$ cat config.mk
export PLATFORM = sky130hd
export DESIGN_NAME = alu_top
export DESIGN_NICKNAME = d
export VERILOG_FILES = /design/src/common/alu_pkg.sv /design/src/alu/adder.sv /design/src/alu/alu_comb.sv /design/src/alu/mul_ctrl.sv /design/src/alu/mul_counter.sv /design/src/alu/mul_datapath.sv /design/src/rtl/alu_top.sv
export SDC_FILE = /design/constraint.sdc
export NUM_CORES = 1
export LEC_CHECK = 0
export BUFFER_PORTS_ARGS = -buffer_cell sky130_fd_sc_hd__buf_2
export CAP_MARGIN = 20
export CORE_UTILIZATION = 50
export CTS_CLUSTER_SIZE = 30
export DETAILED_ROUTE_END_ITERATION = 10
export GPL_TIMING_DRIVEN = 0
export PLACE_DENSITY = 0.74
export SETUP_SLACK_MARGIN = 0.1
export SLEW_MARGIN = 20
export SYNTH_ARGS = -nofsm -noshare
export SYNTH_HDL_FRONTEND = slang
export SYNTH_SLANG_ARGS = --single-unit
$ cat constraint.sdc
create_clock -name clk -period 13.35 [get_ports clk]
set_input_delay 0.6675 -clock clk [delete_from_list [all_inputs] [get_ports clk]]
set_output_delay 0.6675 -clock clk [all_outputs]
set_load 0.01 [all_outputs]
$ cat src/common/alu_pkg.sv
// Shared definitions for the integer execution unit
// Widths, multiply sequencing constants, operation and FSM encodings

package alu_pkg;

    ////////////////////////////////////////////////////////////////////
    // Widths
    ////////////////////////////////////////////////////////////////////

    // Operand and result width
    localparam int XLEN      = 32;
    // One shift-add step per multiplier bit
    localparam int MUL_STEPS = 32;
    // Enough to count MUL_STEPS iterations
    localparam int CNT_W     = 5;

    ////////////////////////////////////////////////////////////////////
    // Encodings
    ////////////////////////////////////////////////////////////////////

    // Operation selector
    typedef enum logic [3:0] {
        OP_ADD,
        OP_SUB,
        OP_AND,
        OP_OR,
        OP_XOR,
        OP_SLL,
        OP_SRL,
        OP_SRA,
        OP_SLT,
        OP_SLTU,
        OP_MUL,
        OP_MULHU
    } alu_op_e;

    // Multiply sequencer states
    typedef enum logic [1:0] {
        ST_IDLE,
        ST_RUN,
        ST_FINISH
    } mul_state_e;

endpackage

$ cat src/alu/adder.sv
// Ripple-carry adder with carry-in
// Per-bit full-adder chain; no carry-out, widen operands to get one

`timescale 1ns/10ps

module adder #(
    parameter int WIDTH = 32
) (
    input  logic             cin,
    input  logic [WIDTH-1:0] a,
    input  logic [WIDTH-1:0] b,
    output logic [WIDTH-1:0] sum
);

    // Carry into each bit position
    logic [WIDTH-1:0] carry;

    assign carry[0] = cin;

    genvar i;
    generate
        for (i = 0; i < WIDTH; i = i + 1) begin : g_bit
            // Sum bit of the full adder
            assign sum[i] = a[i] ^ b[i] ^ carry[i];

            // Carry out to the next stage, top bit has none
            if (i < WIDTH - 1) begin : g_carry
                assign carry[i+1] = (a[i] & b[i]) |
                                    (a[i] & carry[i]) |
                                    (b[i] & carry[i]);
            end
        end
    endgenerate

endmodule

$ cat src/alu/alu_comb.sv
// Single-cycle ALU datapath
// Add, subtract and signed compare share one ripple-carry adder

`timescale 1ns/10ps

module alu_comb import alu_pkg::*; (
    input  alu_op_e          op,
    input  logic [XLEN-1:0]  a,
    input  logic [XLEN-1:0]  b,
    output logic [XLEN-1:0]  result
);

    logic            sub_mode;
    logic [XLEN-1:0] b_in;
    logic [XLEN-1:0] sum;
    logic [4:0]      shamt;
    logic            slt_bit;
    logic            sltu_bit;

    ////////////////////////////////////////////////////////////////////
    // Adder operand setup
    ////////////////////////////////////////////////////////////////////

    // Subtract as a + ~b + 1
    assign sub_mode = (op == OP_SUB) || (op == OP_SLT);
    assign b_in     = sub_mode ? ~b : b;

    adder #(
        .WIDTH (XLEN)
    ) i_adder (
        .cin (sub_mode),
        .a   (a),
        .b   (b_in),
        .sum (sum)
    );

    ////////////////////////////////////////////////////////////////////
    // Compares and shift amount
    ////////////////////////////////////////////////////////////////////

    // Signs differ: a is less exactly when a is negative
    // Signs equal: no overflow, so the difference sign decides
    assign slt_bit = (a[XLEN-1] ^ b[XLEN-1]) ? a[XLEN-1] : sum[XLEN-1];

    // Plain magnitude compare
    assign sltu_bit = (a < b);

    // Only the low 5 bits of b count
    assign shamt = b[4:0];

    ////////////////////////////////////////////////////////////////////
    // Result mux
    ////////////////////////////////////////////////////////////////////

    always_comb begin
        case (op)
            OP_ADD,
            OP_SUB:  result = sum;
            OP_AND:  result = a & b;
            OP_OR:   result = a | b;
            OP_XOR:  result = a ^ b;
            OP_SLL:  result = a << shamt;
            OP_SRL:  result = a >> shamt;
            OP_SRA:  result = $signed(a) >>> shamt;
            OP_SLT:  result = {{(XLEN-1){1'b0}}, slt_bit};
            OP_SLTU: result = {{(XLEN-1){1'b0}}, sltu_bit};
            // Multiply results come from the iterative path
            default: result = '0;
        endcase
    end

endmodule

$ cat src/alu/mul_ctrl.sv
// Multiply sequencer FSM
// Steers load, 32 shift-add steps and the finish cycle

`timescale 1ns/10ps

module mul_ctrl import alu_pkg::*; (
    input  logic clk,
    input  logic rst_n,
    input  logic mul_start,
    input  logic last,
    output logic load,
    output logic step,
    output logic finish,
    output logic cnt_clr,
    output logic cnt_en,
    output logic busy
);

    mul_state_e state;
    mul_state_e state_nxt;

    // State register
    always_ff @(posedge clk or negedge rst_n) begin
        if (!rst_n) begin
            state <= ST_IDLE;
        end else begin
            state <= state_nxt;
        end
    end

    // Next state
    always_comb begin
        state_nxt = state;
        case (state)
            ST_IDLE: begin
                if (mul_start) begin
                    state_nxt = ST_RUN;
                end
            end
            // Leave on the step that sees the last count
            ST_RUN: begin
                if (last) begin
                    state_nxt = ST_FINISH;
                end
            end
            ST_FINISH: state_nxt = ST_IDLE;
            default:   state_nxt = ST_IDLE;
        endcase
    end

    // Outputs decoded from state
    assign load    = (state == ST_IDLE) && mul_start;
    assign cnt_clr = load;
    assign step    = (state == ST_RUN);
    assign cnt_en  = step;
    assign finish  = (state == ST_FINISH);
    assign busy    = (state != ST_IDLE);

endmodule

$ cat src/alu/mul_counter.sv
// Multiply step counter
// Counts shift-add steps and flags the final one

`timescale 1ns/10ps

module mul_counter import alu_pkg::*; (
    input  logic clk,
    input  logic rst_n,
    input  logic clr,
    input  logic en,
    output logic last
);

    logic [CNT_W-1:0] cnt;

    // Clear wins over count
    always_ff @(posedge clk or negedge rst_n) begin
        if (!rst_n) begin
            cnt <= '0;
        end else if (clr) begin
            cnt <= '0;
        end else if (en) begin
            cnt <= cnt + 1'b1;
        end
    end

    // High during the last step
    assign last = (cnt == CNT_W'(MUL_STEPS - 1));

endmodule

$ cat src/alu/mul_datapath.sv
// Shift-add multiply datapath
// Multiplicand, 33-bit accumulator and low product half, one bit per step

`timescale 1ns/10ps

module mul_datapath import alu_pkg::*; (
    input  logic            clk,
    input  logic            rst_n,
    input  logic            load,
    input  logic            step,
    input  logic [XLEN-1:0] a,
    input  logic [XLEN-1:0] b,
    output logic [XLEN-1:0] prod_lo,
    output logic [XLEN-1:0] prod_hi
);

    logic [XLEN-1:0] mcand;
    // Upper accumulator, one extra bit holds the add carry
    logic [XLEN:0]   acc;
    // Low half, starts as the multiplier
    logic [XLEN-1:0] lo;
    logic [XLEN:0]   addend;
    logic [XLEN:0]   sum;

    // Multiplicand captured once per multiply
    always_ff @(posedge clk) begin
        if (load) begin
            mcand <= a;
        end
    end

    // Add multiplicand only when the current multiplier bit is set
    assign addend = lo[0] ? {1'b0, mcand} : '0;

    adder #(
        .WIDTH (XLEN + 1)
    ) i_adder (
        .cin (1'b0),
        .a   (acc),
        .b   (addend),
        .sum (sum)
    );

    // Product register, shifted right by one each step
    always_ff @(posedge clk or negedge rst_n) begin
        if (!rst_n) begin
            acc <= '0;
            lo  <= '0;
        end else if (load) begin
            acc <= '0;
            lo  <= b;
        end else if (step) begin
            acc <= {1'b0, sum[XLEN:1]};
            lo  <= {sum[0], lo[XLEN-1:1]};
        end
    end

    assign prod_lo = lo;
    assign prod_hi = acc[XLEN-1:0];

endmodule

$ cat src/rtl/alu_top.sv
// Integer execution unit top level
// Single-cycle ops and iterative multiply behind a start, busy and done strobe

`timescale 1ns/10ps

module alu_top import alu_pkg::*; (
    input  logic            clk,
    input  logic            rst_n,
    input  logic            start,
    input  alu_op_e         op,
    input  logic [XLEN-1:0] a,
    input  logic [XLEN-1:0] b,
    output logic [XLEN-1:0] result,
    output logic            done,
    output logic            busy
);

    logic            accept;
    alu_op_e         op_q;
    logic [XLEN-1:0] a_q;
    logic [XLEN-1:0] b_q;
    logic            comb_pend;
    logic            mul_start;
    logic [XLEN-1:0] comb_result;
    logic            load;
    logic            step;
    logic            finish;
    logic            cnt_clr;
    logic            cnt_en;
    logic            last;
    logic            mul_busy;
    logic [XLEN-1:0] prod_lo;
    logic [XLEN-1:0] prod_hi;

    ////////////////////////////////////////////////////////////////////
    // Start acceptance and operand capture
    ////////////////////////////////////////////////////////////////////

    // Busy also covers the cycle between capture and load
    assign busy   = mul_busy | mul_start;
    assign accept = start && !busy;

    always_ff @(posedge clk) begin
        if (accept) begin
            op_q <= op;
            a_q  <= a;
            b_q  <= b;
        end
    end

    // Route the accepted op to the single-cycle or multiply path
    always_ff @(posedge clk or negedge rst_n) begin
        if (!rst_n) begin
            comb_pend <= 1'b0;
            mul_start <= 1'b0;
        end else begin
            comb_pend <= accept && !(op inside {OP_MUL, OP_MULHU});
            mul_start <= accept && (op inside {OP_MUL, OP_MULHU});
        end
    end

    ////////////////////////////////////////////////////////////////////
    // Execution paths
    ////////////////////////////////////////////////////////////////////

    alu_comb i_alu_comb (
        .op     (op_q),
        .a      (a_q),
        .b      (b_q),
        .result (comb_result)
    );

    mul_ctrl i_mul_ctrl (
        .clk       (clk),
        .rst_n     (rst_n),
        .mul_start (mul_start),
        .last      (last),
        .load      (load),
        .step      (step),
        .finish    (finish),
        .cnt_clr   (cnt_clr),
        .cnt_en    (cnt_en),
        .busy      (mul_busy)
    );

    mul_counter i_mul_counter (
        .clk   (clk),
        .rst_n (rst_n),
        .clr   (cnt_clr),
        .en    (cnt_en),
        .last  (last)
    );

    mul_datapath i_mul_datapath (
        .clk     (clk),
        .rst_n   (rst_n),
        .load    (load),
        .step    (step),
        .a       (a_q),
        .b       (b_q),
        .prod_lo (prod_lo),
        .prod_hi (prod_hi)
    );

    ////////////////////////////////////////////////////////////////////
    // Result register and done pulse
    ////////////////////////////////////////////////////////////////////

    // Result holds until the next done
    always_ff @(posedge clk or negedge rst_n) begin
        if (!rst_n) begin
            result <= '0;
            done   <= 1'b0;
        end else begin
            done <= 1'b0;
            if (comb_pend) begin
                result <= comb_result;
                done   <= 1'b1;
            end else if (finish) begin
                // High word for MULHU, low word for MUL
                result <= (op_q == OP_MULHU) ? prod_hi : prod_lo;
                done   <= 1'b1;
            end
        end
    end

endmodule

==> parameters.txt <==
Parameter                              Value

STA
  Slew at the pin closest to its max-slew limit ... 1100 ps
  Worst rel slew slack ... 0.270
  RSZ-0062 raised after global routing ... yes
  Ratio of final minimum period to clock period ... 0.994
  Number of failing setup endpoints in the final timing report ... 0
  Shortest period the worst path allows ... 13260 ps
  Number of max-slew violations in the final report ... 0
  Worst setup margin ... 85.5 ps
  Worst clock skew ... 29.0 ps
  Maximum frequency from static timing analysis ... 75.4 MHz
  Hold Violations, Final ... 0

Pwr
  Proportion of total power due to net switching ... 0.444
  Net Sw Power ... 1.43 mW
  Share of power burned in the clock network ... 0.217
  Proportion of power drawn by flip-flops and latches ... 0.342
  Leak ... 7.41 nW
  PwrDens ... 174 mW/mm2
  Internal power ... 1.79 mW
  Share of total power in combinational logic ... 0.441
  Maximum vdd ir drop ... 0.000132 V

Logic synthesis
  Most common cell in the netlist ... sky130_fd_sc_hd__nand2_1
  Top area cells in the synthesized netlist ... sky130_fd_sc_hd__edfxtp_1, sky130_fd_sc_hd__dfrtp_1, sky130_fd_sc_hd__ha_1
  FF+latch count, synth ... 206
  Top_reg_cell synth ... sky130_fd_sc_hd__dfrtp_1
  Net count of the mapped netlist ... 1880
  Mean instance size in the synthesized netlist ... 9.84 um2
  Number of flops mapped to enable cells by yosys ... 100
  Async S/R FF share, synth ... 0.515
  Post-synthesis cell count ... 1648
  Yosys warning total ... 0
  Sequential share of the synthesized area ... 0.349
  Number of distinct library cells after synthesis ... 83
  Cell taking the most area after synthesis ... sky130_fd_sc_hd__edfxtp_1
  Area share of the largest cell type after synthesis ... 0.185
  Post-Syn Area ... 0.0162 mm2
  Most instantiated cells after synthesis ... sky130_fd_sc_hd__nand2_1, sky130_fd_sc_hd__inv_1, sky130_fd_sc_hd__dfrtp_1

Setup path
  Data required time at the worst endpoint ... 13740 ps
  Largest driver fanout on the critical path ... 3
  Worst setup path category ... reg2reg
  Critical path capture point type ... flop
  Worst Setup Start Kind ... flop
  Master of the slowest instance on the critical path ... sky130_fd_sc_hd__edfxtp_1
  Max incr delay on CP ... 450 ps
  Crit path arrival time ... 13650 ps
  Crit path top cell by count ... sky130_fd_sc_hd__fa_2

Floorplan
  Boundary pin count ... 105
  Core footprint ... 0.0317 mm2
  Area enclosed by the die boundary ... 0.0332 mm2
  Die height ... 182 um
  Effective utilization at floorplan ... 0.511
  Die X-Extent ... 182 um
  Standard-cell rows ... 65

Routing
  Wire length reported by the detailed router ... 77100 um
  Via count of the routed design ... 15400
  Number of search-and-repair iterations in the first detailed-routing pass ... 11
  Detailed-route wire length per cell ... 34.9 um
  Antenna viol nets, final ... 0
  Detailed-route DRC error count ... 1
  Initial drt markers ... 2221
  Per-cell via count in the routed design ... 6.97

Clock tree
  Skew-Pair Late Insertion Delay ... 570 ps
  Root buffer cell ... sky130_fd_sc_hd__clkbuf_16
  Clock buffers created by TritonCTS ... 24
  Clock Tree Buf Depth ... 3
  H-tree depth reported by CTS ... 1
  Number of clock sinks ... 206
  Number of hold buffers added after cts ... 0
  Clock transition at the registers of the reported paths ... 60 ps
  Clock tree from TritonCTS ... yes

Job
  # Max-Cap Violations ... 0

Outcome
  Run status ... finished with violations
  Violations in the final reports ... DRC

Placement
  Placed wire-length estimate after detailed placement ... 59700 um
  # placed instances ... 2159
  Count of buffers from port buffering ... 104
  Setup WS pre-CTS ... -1450 ps
  Weighted congestion at the end of routability-driven global placement ... 1.09

Global route
  Global-route usage over all layers ... 0.468
  Antenna violations before repair ... 2
  Global-route wire length before repair ... 108000 um
  Total congestion overflow after global routing ... 0
  Via count of the first global-routing pass ... 15300
  Largest net degree at the start of global routing ... 73

Layout
  Layout cell share with drive strength beyond 1 ... 0.204
  Final #Nets ... 2020
  Area growth from synthesis to final layout ... 14.3%
  Final std cells w/o fill ... 2208
  Count of antenna diodes in the layout ... 0

Hold path
  Hold Crit Class ... in2async
-- metrics by stage --
| stage | setup TNS [ps] | utilization | hold WS [ps] | area (um2) | power [mW] |
|---|---|---|---|---|---|
| 2_1_floorplan | 0 | - | 372 | 16300 | 1.85 |
| 3_3_place_gp | -6320 | 0.547 | 467 | 17400 | 2.38 |
| 3_5_place_dp | -6350 | 0.551 | 486 | 17500 | 2.43 |
| 4_1_cts | 0 | 0.582 | 10.1 | 18500 | 3.15 |
| 5_1_grt | -367 | 0.585 | 32.2 | 18500 | 3.35 |
| 6_report | 0 | 0.585 | 8.20 | 18500 | 3.22 |
-- critical path: cells and delay by family (launching register included) --
| kind | cells | cell delay (ps) |
|---|---|---|
| adders and majority gates | 30 | 10360 |
| AOI/OAI and AO/OA | 2 | 670 |
| DFF | 1 | 450 |
| buffers and inverters | 5 | 580 |
| and+or+nand+nor | 2 | 410 |
| xor gates and xnor gates | 4 | 590 |
-- placed cells by master, fill, tap and decap left out, types with 60 or more instances in the layout --
cell	count
sky130_fd_sc_hd__nand2_1	222
sky130_fd_sc_hd__buf_2	133
sky130_fd_sc_hd__inv_1	110
sky130_fd_sc_hd__dfrtp_1	106
sky130_fd_sc_hd__nor2_1	101
sky130_fd_sc_hd__edfxtp_1	100
sky130_fd_sc_hd__ha_1	99
sky130_fd_sc_hd__o21ai_0	78
sky130_fd_sc_hd__a21oi_1	62
sky130_fd_sc_hd__clkbuf_1	60
-- power by group through the flow --
| stage | sequential, mW | combinational [mW] | clock (mW) |
|---|---|---|---|
| 6_report | 1.10 | 1.42 | 0.699 |
| 5_1_grt | 1.11 | 1.52 | 0.721 |
| 4_1_cts | 1.08 | 1.37 | 0.697 |
| 3_5_place_dp | 1.09 | 1.34 | 0 |
| 3_3_place_gp | 1.09 | 1.29 | 0 |
| 2_1_floorplan | 1.00 | 0.851 | 0 |
-- layer usage --
layer  track usage  up-vias  share of wire
met5             0        -         0.0010
met4         0.303        4          0.077
met3         0.140      307           0.12
met2         0.705     1178           0.43
met1         0.586     7630           0.37
li1              -     6270              -
-- cell type report --
cell class / count / area, um2
buffer: 116 / 598
clock buffer: 28 / 626
clock inverter: 16 / 196
fill: 2646 / 13200
inverter: 116 / 438
multi-input combinational: 1208 / 9860
sequential: 206 / 5660
tap: 402 / 503
timing repair buffer: 116 / 667
-- cells by family (layout without fill, tap and decap cells) --
family	count (synthesis)	after routing	synth area share
AOI/OAI and AO/OA	389	389	0.158
xor gates and xnor gates	35	35	0.0189
adders and majority gates	161	161	0.152
DFF	206	206	0.349
buffers and inverters	234	392	0.0606
and+or+nand+nor	507	507	0.144
muxes	116	116	0.117
-- sequential cells by signal, summed over array words and instances, names as in the netlist --
| register | flops |
|---|---|
| i_mul_ctrl.state | 2 |
| done | 1 |
| op_q | 4 |
| i_mul_datapath.acc | 32 |
| comb_pend | 1 |
| a_q | 32 |
| i_mul_counter.cnt | 5 |
| mul_start | 1 |
| i_mul_datapath.mcand | 32 |
| b_q | 32 |
| result | 32 |
| i_mul_datapath.prod_lo | 32 |
-- final timing paths --
kind | startpoint | end | slack [ps] | cells past startpoint
max | op_q[3] | result[0] | 90 | 43
min | rst_n | result[0] | 8 | 1
min reg2reg | i_mul_datapath.prod_lo[4] | i_mul_datapath.prod_lo[4] | 500 | 2
max in group asynchronous | rst_n | result[10] | 12600 | 2
min in group clk | a[27] | a_q[27] | 270 | 1
max reg2reg | op_q[3] | result[0] | 90 | 43
-- timing repair --
action / 4_1_cts / 5_1_grt
endpoints found under the hold margin: 0 / 0
setup buffers: 4 / 3
gates resized for setup: 41 / 16
pin swaps: 27 / 4
setup endpoints to repair: 9 / 6
No activity file was read; power rests on OpenSTA's default activity.
